`src/source/aggr_pkg.sv`:
```
package aggr_pkg;

  // Producer channels and the width of a channel tag
  localparam int NUM_CH = 4;
  localparam int CH_W = $clog2(NUM_CH);

  localparam int DATA_W = 16;

  // Ingress FIFO size, which is also the producer credit count
  localparam int FIFO_DEPTH_BITS = 3;
  localparam int FIFO_DEPTH = 2 ** FIFO_DEPTH_BITS;

  // Downstream credits held by the egress stage after reset
  localparam int OUT_CREDITS = 4;
  localparam int CREDIT_W = 3;

endpackage

```
`src/source/aggr_top.sv`:
```
`timescale 1ns/1ns

module aggr_top (
  input  logic                                          clk,
  input  logic                                          rst,
  input  logic [aggr_pkg::NUM_CH-1:0]                   in_valid,
  input  logic [aggr_pkg::NUM_CH*aggr_pkg::DATA_W-1:0]  in_data,
  input  logic                                          out_credit,
  output logic [aggr_pkg::NUM_CH-1:0]                   credit_return,
  output logic                                          out_valid,
  output logic [aggr_pkg::DATA_W-1:0]                   out_data,
  output logic [aggr_pkg::CH_W-1:0]                     out_chan
);

  logic [aggr_pkg::NUM_CH-1:0]                  req;
  logic [aggr_pkg::NUM_CH-1:0]                  grant;
  logic                                         grant_valid;
  logic [aggr_pkg::CH_W-1:0]                    grant_ch;
  logic                                         send_ok;
  logic [aggr_pkg::NUM_CH*aggr_pkg::DATA_W-1:0] fifo_data;

  // One ingress FIFO per producer, channel 0 in the low bits
  for (genvar gi = 0; gi < aggr_pkg::NUM_CH; gi++) begin : g_ch
    chan_ingress u_ingress (
      .clk           (clk),
      .rst           (rst),
      .push          (in_valid[gi]),
      .push_data     (in_data[gi*aggr_pkg::DATA_W +: aggr_pkg::DATA_W]),
      .pop           (grant[gi]),
      .pop_data      (fifo_data[gi*aggr_pkg::DATA_W +: aggr_pkg::DATA_W]),
      .not_empty     (req[gi]),
      .credit_return (credit_return[gi])
    );
  end

  rr_arbiter u_arb (
    .clk         (clk),
    .rst         (rst),
    .req         (req),
    .send_ok     (send_ok),
    .grant       (grant),
    .grant_valid (grant_valid),
    .grant_ch    (grant_ch)
  );

  egress_credit u_egress (
    .clk         (clk),
    .rst         (rst),
    .grant_valid (grant_valid),
    .grant_ch    (grant_ch),
    .fifo_data   (fifo_data),
    .out_credit  (out_credit),
    .send_ok     (send_ok),
    .out_valid   (out_valid),
    .out_data    (out_data),
    .out_chan    (out_chan)
  );

endmodule

```
`src/source/chan_ingress.sv`:
```
`timescale 1ns/1ns

module chan_ingress (
  input  logic                        clk,
  input  logic                        rst,
  input  logic                        push,
  input  logic [aggr_pkg::DATA_W-1:0] push_data,
  input  logic                        pop,
  output logic [aggr_pkg::DATA_W-1:0] pop_data,
  output logic                        not_empty,
  output logic                        credit_return
);

  logic                              empty;
  logic                              full;
  // Shadow of the credits the producer still holds
  logic [aggr_pkg::FIFO_DEPTH_BITS:0] prod_credits;

  sync_fifo #(
    .WIDTH      (aggr_pkg::DATA_W),
    .DEPTH_BITS (aggr_pkg::FIFO_DEPTH_BITS)
  ) u_fifo (
    .clk   (clk),
    .rst   (rst),
    .we    (push),
    .din   (push_data),
    .re    (pop),
    .dout  (pop_data),
    .empty (empty),
    .full  (full)
  );

  assign not_empty = ~empty;

  // One credit back per word popped
  always_ff @(posedge clk) begin
    if (rst) begin
      credit_return <= 1'b0;
    end else begin
      credit_return <= pop;
    end
  end

  always_ff @(posedge clk) begin
    if (rst) begin
      prod_credits <= (aggr_pkg::FIFO_DEPTH_BITS + 1)'(aggr_pkg::FIFO_DEPTH);
    end else begin
      case ({push, credit_return})
        2'b10:   prod_credits <= prod_credits - 1'b1;
        2'b01:   prod_credits <= prod_credits + 1'b1;
        default: prod_credits <= prod_credits;
      endcase
    end
  end

  // A producer pushing without credit, or a full FIFO with credits still out
  a_credit_ok: assert property (@(posedge clk) disable iff (rst)
    (push |-> prod_credits != 0) and (full |-> prod_credits == 0))
    else $error("chan_ingress: producer credit violation");

endmodule

```
`src/source/egress_credit.sv`:
```
`timescale 1ns/1ns

module egress_credit (
  input  logic                                 clk,
  input  logic                                 rst,
  input  logic                                 grant_valid,
  input  logic [aggr_pkg::CH_W-1:0]            grant_ch,
  input  logic [aggr_pkg::NUM_CH*aggr_pkg::DATA_W-1:0] fifo_data,
  input  logic                                 out_credit,
  output logic                                 send_ok,
  output logic                                 out_valid,
  output logic [aggr_pkg::DATA_W-1:0]          out_data,
  output logic [aggr_pkg::CH_W-1:0]            out_chan
);

  logic [aggr_pkg::CREDIT_W-1:0] credits;
  // Grant delayed to line up with the FIFO read register
  logic                          sel_valid;
  logic [aggr_pkg::CH_W-1:0]     sel_ch;

  assign send_ok = credits != '0;

  always_ff @(posedge clk) begin
    if (rst) begin
      credits <= aggr_pkg::CREDIT_W'(aggr_pkg::OUT_CREDITS);
    end else begin
      case ({grant_valid, out_credit})
        2'b10:   credits <= credits - 1'b1;
        2'b01:   credits <= credits + 1'b1;
        default: credits <= credits;
      endcase
    end
  end

  always_ff @(posedge clk) begin
    if (rst) begin
      sel_valid <= 1'b0;
      out_valid <= 1'b0;
    end else begin
      sel_valid <= grant_valid;
      out_valid <= sel_valid;
    end
  end

  always_ff @(posedge clk) begin
    sel_ch   <= grant_ch;
    out_chan <= sel_ch;
    out_data <= fifo_data[sel_ch*aggr_pkg::DATA_W +: aggr_pkg::DATA_W];
  end

  // Downstream returned more than it got, or a grant with no credit left
  a_credit_range: assert property (@(posedge clk) disable iff (rst)
    credits <= aggr_pkg::CREDIT_W'(aggr_pkg::OUT_CREDITS))
    else $error("egress_credit: credit overflow %0d", credits);

  a_no_credit_underflow: assert property (@(posedge clk) disable iff (rst)
    grant_valid |-> credits != '0)
    else $error("egress_credit: grant without credit");

endmodule

```
`src/source/rr_arbiter.sv`:
```
`timescale 1ns/1ns

module rr_arbiter (
  input  logic                        clk,
  input  logic                        rst,
  input  logic [aggr_pkg::NUM_CH-1:0] req,
  input  logic                        send_ok,
  output logic [aggr_pkg::NUM_CH-1:0] grant,
  output logic                        grant_valid,
  output logic [aggr_pkg::CH_W-1:0]   grant_ch
);

  logic [aggr_pkg::CH_W-1:0] last_ch;
  logic [aggr_pkg::CH_W-1:0] cand;

  // Search starts just after the last winner and wraps
  always_comb begin
    grant       = '0;
    grant_valid = 1'b0;
    grant_ch    = '0;
    cand        = last_ch;
    for (int i = 1; i <= aggr_pkg::NUM_CH; i++) begin
      cand = last_ch + i[aggr_pkg::CH_W-1:0];
      if (send_ok && !grant_valid && req[cand]) begin
        grant_valid = 1'b1;
        grant_ch    = cand;
        grant[cand] = 1'b1;
      end
    end
  end

  // Channel 0 goes first after reset
  always_ff @(posedge clk) begin
    if (rst) begin
      last_ch <= {aggr_pkg::CH_W{1'b1}};
    end else if (grant_valid) begin
      last_ch <= grant_ch;
    end
  end

  a_grant_legal: assert property (@(posedge clk) disable iff (rst)
    $onehot0(grant) && (send_ok || grant == '0))
    else $error("rr_arbiter: illegal grant %b", grant);

endmodule

```
`src/source/sync_fifo.sv`:
```
`timescale 1ns/1ns

module sync_fifo #(
  parameter int WIDTH = 32,
  parameter int DEPTH_BITS = 4
) (
  input  logic             clk,
  input  logic             rst,
  input  logic             we,
  input  logic [WIDTH-1:0] din,
  input  logic             re,
  output logic [WIDTH-1:0] dout,
  output logic             empty,
  output logic             full
);

  logic [DEPTH_BITS-1:0] rp;
  logic [DEPTH_BITS-1:0] wp;
  // One extra bit so a full FIFO can be counted
  logic [DEPTH_BITS:0]   count;
  logic [WIDTH-1:0]      mem [0:(1 << DEPTH_BITS)-1];
  logic                  push_ok;
  logic                  pop_ok;

  assign push_ok = we & ~full;
  assign pop_ok  = re & ~empty;

  always_ff @(posedge clk) begin
    if (rst) begin
      rp    <= '0;
      wp    <= '0;
      count <= '0;
      empty <= 1'b1;
      full  <= 1'b0;
    end else begin
      case ({push_ok, pop_ok})
        2'b11: begin
          rp <= rp + 1'b1;
          wp <= wp + 1'b1;
        end
        2'b10: begin
          wp    <= wp + 1'b1;
          count <= count + 1'b1;
          empty <= 1'b0;
          if (count == {1'b0, {DEPTH_BITS{1'b1}}}) begin
            full <= 1'b1;
          end
        end
        2'b01: begin
          rp    <= rp + 1'b1;
          count <= count - 1'b1;
          full  <= 1'b0;
          if (count == {{DEPTH_BITS{1'b0}}, 1'b1}) begin
            empty <= 1'b1;
          end
        end
        default: begin
        end
      endcase
    end
  end

  // Storage and read register
  always_ff @(posedge clk) begin
    if (push_ok) begin
      mem[wp] <= din;
    end
    if (pop_ok) begin
      dout <= mem[rp];
    end
  end

  a_no_overflow: assert property (@(posedge clk) disable iff (rst) !(we && full))
    else $error("sync_fifo: push while full");

  a_no_underflow: assert property (@(posedge clk) disable iff (rst) !(re && empty))
    else $error("sync_fifo: pop while empty");

endmodule
```
`config.mk`:
```
export PLATFORM = sky130hd
export DESIGN_NAME = aggr_top
export DESIGN_NICKNAME = d
export VERILOG_FILES = /design/src/source/aggr_pkg.sv /design/src/source/aggr_top.sv /design/src/source/chan_ingress.sv /design/src/source/egress_credit.sv /design/src/source/rr_arbiter.sv /design/src/source/sync_fifo.sv
export SDC_FILE = /design/constraint.sdc
export NUM_CORES = 1
export LEC_CHECK = 0
export BUFFER_PORTS_ARGS = -buffer_cell sky130_fd_sc_hd__buf_2
export CAP_MARGIN = 20
export CORE_MARGIN = 2
export CORE_UTILIZATION = 40
export DETAILED_ROUTE_END_ITERATION = 12
export HOLD_SLACK_MARGIN = 0.05
export PLACE_DENSITY = 0.59
export SYNTH_ARGS = -nofsm -noshare
export SYNTH_HDL_FRONTEND = slang
export SYNTH_HIERARCHICAL = 1
export SYNTH_SLANG_ARGS = --single-unit
```
`constraint.sdc`:
```
create_clock -name clk -period 5.2 [get_ports clk]
set_input_delay 1.04 -clock clk [delete_from_list [all_inputs] [get_ports clk]]
set_output_delay 1.04 -clock clk [all_outputs]
set_load 0.02 [all_outputs]
```
==> metrics.md, run 1 <==
| Metric | Value |
|---|---|
| Post-CTS Hold Buffers | `0` |
| Clock Latency Late Sink | `610 ps` |
| Clk buf depth | `3` |
| Slew headroom | `25.4%` |
| CP max FO | `14` |
| Tot GR Track Use | `15.7%` |
| Most common cell on crit path | `ha_1` |
| # clock sinks | `655` |
| Placed instance area | `0.0277 sq mm` |
| Skew final | `15.9 ps` |
| Syn nets | `1392` |
| Post-CTS setup buffer count | `0` |
| Outcome | `completed` |
| PostCTS Resize Cnt | `0` |
| Hpwl dp | `32.0 mm` |
| Cell count after synthesis | `1280` |
| Number of max-cap violations | `0` |
| CP max-delay cell | `dfxtp_1` |
| CTS tree | `done` |
| Slew Limit Fails | `0` |
| Placement Rows | `93` |
| Total CTS buffers | `69` |
| Area delta synth->final | `15.2%` |
| Crit-path max cell delay | `610 ps` |
| Cell Area, Synth | `0.0261 sq mm` |
| Dominant synthesized flop cell | `edfxtp_1` |
| Crit end category | `flop` |
| Fin Hold WS | `464 ps` |
| Avg Cell Area, Syn | `20.4 sq um` |
| Fin. Hold Viols | `0` |
| Worst Hold Class | `reg2reg` |
| Pwr dens | `449 mW/mm^2` |
| Top-count cell post-synth | `edfxtp_1` |
| Unrepaired setup endpoints after global routing | `false` |
| Crit path required time | `5690 ps` |
| Via count | `12266` |
| Crit path DAT | `5000 ps` |
| Synth cell count leaders | `576 x edfxtp_1, 106 x mux4_1, 79 x dfxtp_1` |
| Final core utilization | `46.6%` |
| Leak | `0.0101 uW` |
| Critical path type | `reg2reg` |
| Initial core utilization | `40.5%` |
| FMAX | `0.222 GHz` |
| Synth warnings | `6` |
| Cell taking the most area after synthesis | `edfxtp_1` |
| Drt wl/cell | `22.5 um` |
| DR pass1 iterations | `5` |
| Final Setup Violations | `0` |
| Vias in the first global route | `12346` |
| DIE AREA | `0.0674 sq mm` |
| Crit path time final | `4510 ps` |
| Synth area leaders | `edfxtp_1 66%, mux4_1 11%, dfxtp_1 6.0%` |
| DRC | `0` |
| Synthesized flop and latch total | `655` |
| Sequential area share after synthesis | `72.2%` |
| Final WL | `52.7 mm` |
| Antenna violations before repair | `5` |
| CTS root buffer | `clkbuf_16` |
| Flop2flop setup slack | `690 ps` |
| Clock transition at the registers of the reported paths | `60 ps` |
| Fin Setup TNS | `0 ps` |
| Critical Path Start Type | `flop` |
| NumNets Final | `1542` |
| Yosys cell types | `44` |
| Top delay family on crit path | `simple AND/OR/NAND/NOR gates` |
| Crit path buffers/inverters | `1` |
| CP cell instances | `inv_1 -> ha_1 -> mux4_2 -> nor4_4 -> a221o_1 -> nor2b_2 -> ha_1 -> or4b_1 -> a21oi_1 -> mux2_2` |
| Maximum VDD drop | `0.000313 V` |
| Final Wtd Congestion | `0.806` |
| Largest net degree at the start of global routing | `58` |
| Buffers on Ports | `93` |
| GRT overflow | `0` |
| Design area | `0.0301 sq mm` |
| Total chip power | `13500 uW` |
| DIE HEIGHT | `260 um` |
| First-pass GRT wire length | `78.3 mm` |
| Yosys top cell area share | `66.1%` |
| Vias per inst | `5.24` |
| Total of fill cells in the finished design | `5348` |
| Layout cell share with drive strength beyond 1 | `25.9%` |
| Core area | `0.0646 sq mm` |
| Post-DRT Antenna Nets | `0` |
| Tcrit/Tclk final | `86.7%` |
| Worst-Margin Slew | `1120 ps` |
| N_diodes | `0` |
| Htree depth | `3` |
| Number of DRC markers in iteration 0 | `995` |
| Die Span X | `260 um` |
| IO Pins | `94` |
| Number of synthesized flops with an enable pin | `576` |
| Ys async rst share | `0%` |
==> metal layers <==
layer | wire (um) | vias to the layer above | track usage (%)
met5 | 60 | - | 0
met4 | 1000 | 10 | 5.06
met3 | 2840 | 69 | 3.77
met2 | 25100 | 251 | 24.8
met1 | 23700 | 6385 | 21.5
li1 | - | 5551 | -
==> final timing paths <==
check | depth (start not counted) | endpoint | start
hold reg to reg | 1 | u_egress/out_valid$_SDFF_PP0_ | u_egress/sel_valid$_SDFF_PP0_
hold / removal | 1 | u_egress/out_valid$_SDFF_PP0_ | u_egress/sel_valid$_SDFF_PP0_
setup / recovery | 10 | g_ch[3].u_ingress/u_fifo/count[3]$_SDFFE_PP0P_ | u_arb/last_ch[0]$_SDFFE_PP1P_
setup reg to reg | 10 | g_ch[3].u_ingress/u_fifo/count[3]$_SDFFE_PP0P_ | u_arb/last_ch[0]$_SDFFE_PP1P_
==> metrics by stage <==
step                std cells  worst slack [ps]
detailed placement       2211               672
CTS                      2338               650
finish                   2341               689
global route             2341               350
global placement         2211               814
floorplan                1280               738
==> cell usage in the layout (no fill, tap or decap), types with 5 or more instances in the layout <==
| cell type | count |
|---|---|
| nor2_1 | 50 |
| bufinv_16 | 9 |
| buf_2 | 93 |
| xnor2_1 | 8 |
| inv_1 | 38 |
| xor2_1 | 14 |
| nor3_2 | 16 |
| nand2b_1 | 14 |
| mux4_2 | 41 |
| a21oi_1 | 17 |
| edfxtp_1 | 576 |
| buf_4 | 39 |
| or3_1 | 5 |
| nor2b_1 | 15 |
| nand3b_1 | 9 |
| clkbuf_16 | 70 |
| ha_1 | 40 |
| clkinv_2 | 11 |
| o21ai_0 | 22 |
| clkinv_8 | 5 |
| clkinv_1 | 16 |
| mux4_1 | 106 |
| mux2i_1 | 13 |
| clkbuf_1 | 9 |
| nand2_1 | 32 |
| o311ai_0 | 5 |
| dfxtp_1 | 71 |
| dfxtp_2 | 8 |
| mux2_2 | 68 |
==> kinds of logic after synthesis <==
| kind of cell | synth area share (%) |
|---|---|
| compound gates | 1.52 |
| xor+xnor | 0.737 |
| fa+ha+maj | 1.99 |
| buf+inv | 2.07 |
| flops | 72.2 |
| mux | 17.6 |
| simple gates | 3.87 |
==> sequential cells by signal (all words and copies together), names as in the netlist <==
| signal | count |
|---|---|
| g_ch.u_ingress/credit_return | 4 |
| g_ch.u_ingress/u_fifo/count | 16 |
| g_ch.u_ingress/u_fifo/dout | 64 |
| g_ch.u_ingress/u_fifo/empty | 4 |
| g_ch.u_ingress/u_fifo/full | 4 |
| g_ch.u_ingress/u_fifo/mem | 512 |
| g_ch.u_ingress/u_fifo/rp | 12 |
| g_ch.u_ingress/u_fifo/wp | 12 |
| u_arb/last_ch | 2 |
| u_egress/credits | 3 |
| u_egress/out_chan | 2 |
| u_egress/out_data | 16 |
| u_egress/out_valid | 1 |
| u_egress/sel_ch | 2 |
| u_egress/sel_valid | 1 |
==> power breakdown <==
group          internal [uW]  total, uW  switching (uW)
sequential              6160       6500             337
combinational            972       2010            1030
clock                   2970       5000            2030
==> layout make-up <==
cell class / count / area (sq um) / area share (%)
clock buffer: 81 / 1810 / 6.02
inverter: 38 / 143 / 0.474
clock inverter: 46 / 520 / 1.73
timing repair buffer: 135 / 833 / 2.77
tap: 855 / 1070 / 3.55
sequential: 655 / 18900 / 62.7
multi-input combinational: 531 / 6840 / 22.7
No activity file was read; power rests on OpenSTA's default activity.
==> run 2, diff against run 1 <==
REMOVE_ABC_BUFFERS = 1   (was not set)
==> metrics.md, run 2 (synthesis results as in run 1) <==
| Metric | Value |
|---|---|
| Tcrit/Tclk final | `84.9% (-1.8 points)` |
| CTS tree | `done` |
| Worst Hold Class | `reg2reg` |
| Fin. Hold Viols | `0 (unchanged)` |
| Crit path required time | `5690 ps (about the same)` |
| Hold_sp | `u_egress/sel_valid$_SDFF_PP0_` |
| CP max FO | `21 (+7)` |
| DR pass1 iterations | `5 (unchanged)` |
| Buffers on Ports | `93 (unchanged)` |
| Worst-Margin Slew | `1080 ps (-32.8 ps)` |
| Pwr dens | `444 mW/mm^2 (-0.90%)` |
| Worst-case reg-to-reg path depth | `11 (+1)` |
| End of the worst hold path | `u_egress/out_valid$_SDFF_PP0_` |
| Slew Limit Fails | `0 (unchanged)` |
| Initial core utilization | `40.5% (unchanged)` |
| Register Area | `0.0189 sq mm (unchanged)` |
| IO Pins | `94 (unchanged)` |
| Outcome | `completed` |
| DP Worst Slack | `806 ps (+134 ps)` |
| NumNets Final | `1540 (-0.13%)` |
| Crit path DAT | `4900 ps (-100 ps)` |
| DIE HEIGHT | `260 um (unchanged)` |
| Largest regs | `g_ch.u_ingress/u_fifo/mem (512), g_ch.u_ingress/u_fifo/dout (64)` |
| Final Wtd Congestion | `0.810 (+0.50%)` |
| Drt wl/cell | `22.4 um (-0.69%)` |
| Antenna violations before repair | `10 (+5)` |
| Multi-input logic area | `0.00686 sq mm (+0.27%)` |
| Unrepaired setup endpoints after global routing | `false` |
| Critical Path Start Type | `flop` |
| Crit end category | `flop` |
| Area delta synth->final | `14.9%` |
| Vias in the first global route | `12305 (-0.33%)` |
| CP max-delay cell | `dfxtp_1` |
| Reg with most FFs | `g_ch.u_ingress/u_fifo/mem` |
| Final WL | `52.4 mm (-0.73%)` |
| Vias per inst | `5.22 (-0.46%)` |
| Core area | `0.0646 sq mm (unchanged)` |
| FMAX | `0.226 GHz (+2.1%)` |
| Slew headroom | `27.6% (+2.2 points)` |
| DRC | `0 (unchanged)` |
| Placed instance area | `0.0277 sq mm (about the same)` |
| Via count | `12204 (-0.51%)` |
| # clock sinks | `655 (unchanged)` |
| Tot GR Track Use | `15.6% (-0.093 points)` |
| Crit path time final | `4420 ps (-94.7 ps)` |
| Post-CTS setup buffer count | `0 (unchanged)` |
| Max reg flops | `512 (unchanged)` |
| CP cell instances | `inv_1 -> ha_1 -> mux4_2 -> nor4_4 -> a221o_1 -> nor2b_2 -> buf_4 -> ha_1 -> or4b_1 -> a21oi_1 -> mux2_2` |
| Reg2reg start | `u_arb/last_ch[0]$_SDFFE_PP1P_` |
| Flop2flop setup slack | `780 ps (+90 ps)` |
| Hpwl dp | `32.2 mm (+0.71%)` |
| Final Setup Violations | `0 (unchanged)` |
| Design area | `0.0300 sq mm (-0.24%)` |
| First-pass GRT wire length | `77.5 mm (-1.0%)` |
| Commonest non-fill, non-tap cell in the layout | `edfxtp_1` |
| Most frequent cells in the layout | `576 x edfxtp_1, 106 x mux4_1, 93 x buf_2` |
| Placement Rows | `93 (unchanged)` |
| Clock transition at the registers of the reported paths | `60 ps (about the same)` |
| Layout cell share with drive strength beyond 1 | `25.7% (-0.17 points)` |
| Number of max-cap violations | `0 (unchanged)` |
| Skew final | `22.0 ps (+6.02 ps)` |
| Reg2Reg Capture Point | `g_ch[1].u_ingress/u_fifo/count[3]$_SDFFE_PP0P_` |
| Total chip power | `13400 uW (-1.1%)` |
| Die Span X | `260 um (unchanged)` |
| Leak | `0.0100 uW (-0.49%)` |
| Number of DRC markers in iteration 0 | `932 (-6.3%)` |
| Crit-path max cell delay | `610 ps (about the same)` |
| Largest net degree at the start of global routing | `38 (-34%)` |
| PostCTS Resize Cnt | `0 (unchanged)` |
| Maximum VDD drop | `0.000293 V (-6.4%)` |
| CTS root buffer | `clkbuf_16` |
| Clk buf depth | `3 (unchanged)` |
| Total of fill cells in the finished design | `5379 (+0.58%)` |
| Post-DRT Antenna Nets | `0 (unchanged)` |
| GRT overflow | `0 (unchanged)` |
| DIE AREA | `0.0674 sq mm (unchanged)` |
| Most common cell on crit path | `ha_1` |
| Critical path type | `reg2reg` |
| Total CTS buffers | `70 (+1.4%)` |
| Htree depth | `3 (unchanged)` |
| Final worst setup slack | `784 ps (+94.7 ps)` |
| Fin Setup TNS | `0 ps (unchanged)` |
| Post-CTS Hold Buffers | `0 (unchanged)` |
| Worst Hold Depth | `1 (unchanged)` |
| Clock Latency Late Sink | `610 ps (about the same)` |
run 2: changes by cell type in the layout (fill, tap and decap cells not counted), moves of 3 or more:
cell,before,now
clkinv_8,5,2
clkinv_2,11,15
bufinv_16,9,4
nor3_2,16,13
buf_4,39,35
clkinv_1,16,5
nor3_4,0,3
clkbuf_1,9,21
run 2: cell type report:
class / count / area share [%]
clock buffer: 97 / 6.44
sequential: 655 / 62.9
clock inverter: 31 / 1.07
timing repair buffer: 132 / 2.72
inverter: 38 / 0.475
multi-input combinational: 531 / 22.8
antenna: 1 / 0.00833
tap: 855 / 3.56
run 2: metal layers:
metal  track usage (%)  wire length (um)  share of wire, %  vias up
li1                  -                 -                 -     5537
met1              21.1             23200                44     6302
met2              25.1             25200                48      266
met3              3.43              2650               5.1       89
met4              5.54              1280               2.4       10
met5                 0                68              0.13        -
run 2: worst max-delay path: cells and delay by family, from the launching register on:
family | cells | cell delay [ps]
muxes | 2 | 820
DFF | 1 | 610
buffers and inverters | 2 | 490
adders and majority gates | 2 | 800
AOI/OAI and AO/OA | 2 | 460
and+or+nand+nor | 3 | 1090
run 2: per-stage QoR:
| step | util [%] | hold WS [ps] | cells |
|---|---|---|---|
| 2_1_floorplan | - | 414 | 1224 |
| 3_3_place_gp | 42.9 | 439 | 2207 |
| 3_5_place_dp | 42.9 | 447 | 2208 |
| 4_1_cts | 46.4 | 459 | 2336 |
| 5_1_grt | 46.5 | 473 | 2339 |
| 6_report | 46.5 | 451 | 2340 |
run 2: worst max path at each step:
stage	end	slack, ps	cells after the start	from
4_1_cts	g_ch[1].u_ingress/u_fifo/count[3]$_SDFFE_PP0P_	780	11	u_arb/last_ch[0]$_SDFFE_PP1P_
6_report	g_ch[1].u_ingress/u_fifo/count[3]$_SDFFE_PP0P_	780	11	u_arb/last_ch[0]$_SDFFE_PP1P_
3_5_place_dp	g_ch[1].u_ingress/u_fifo/count[3]$_SDFFE_PP0P_	810	11	u_arb/last_ch[0]$_SDFFE_PP1P_
3_3_place_gp	g_ch[1].u_ingress/u_fifo/count[3]$_SDFFE_PP0P_	930	11	u_arb/last_ch[0]$_SDFFE_PP1P_
2_1_floorplan	g_ch[0].u_ingress/u_fifo/count[3]$_SDFFE_PP0P_	550	10	u_arb/last_ch[0]$_SDFFE_PP1P_
5_1_grt	g_ch[1].u_ingress/u_fifo/count[3]$_SDFFE_PP0P_	470	11	u_arb/last_ch[0]$_SDFFE_PP1P_
run 2: where the power goes:
part / switching (uW) / internal (uW) / total (uW) / leakage (uW)
Clock: 1990 / 2830 / 4830 / 0.00111
Sequential: 320 / 6170 / 6490 / 0.00589
Combinational: 1060 / 980 / 2040 / 0.00304
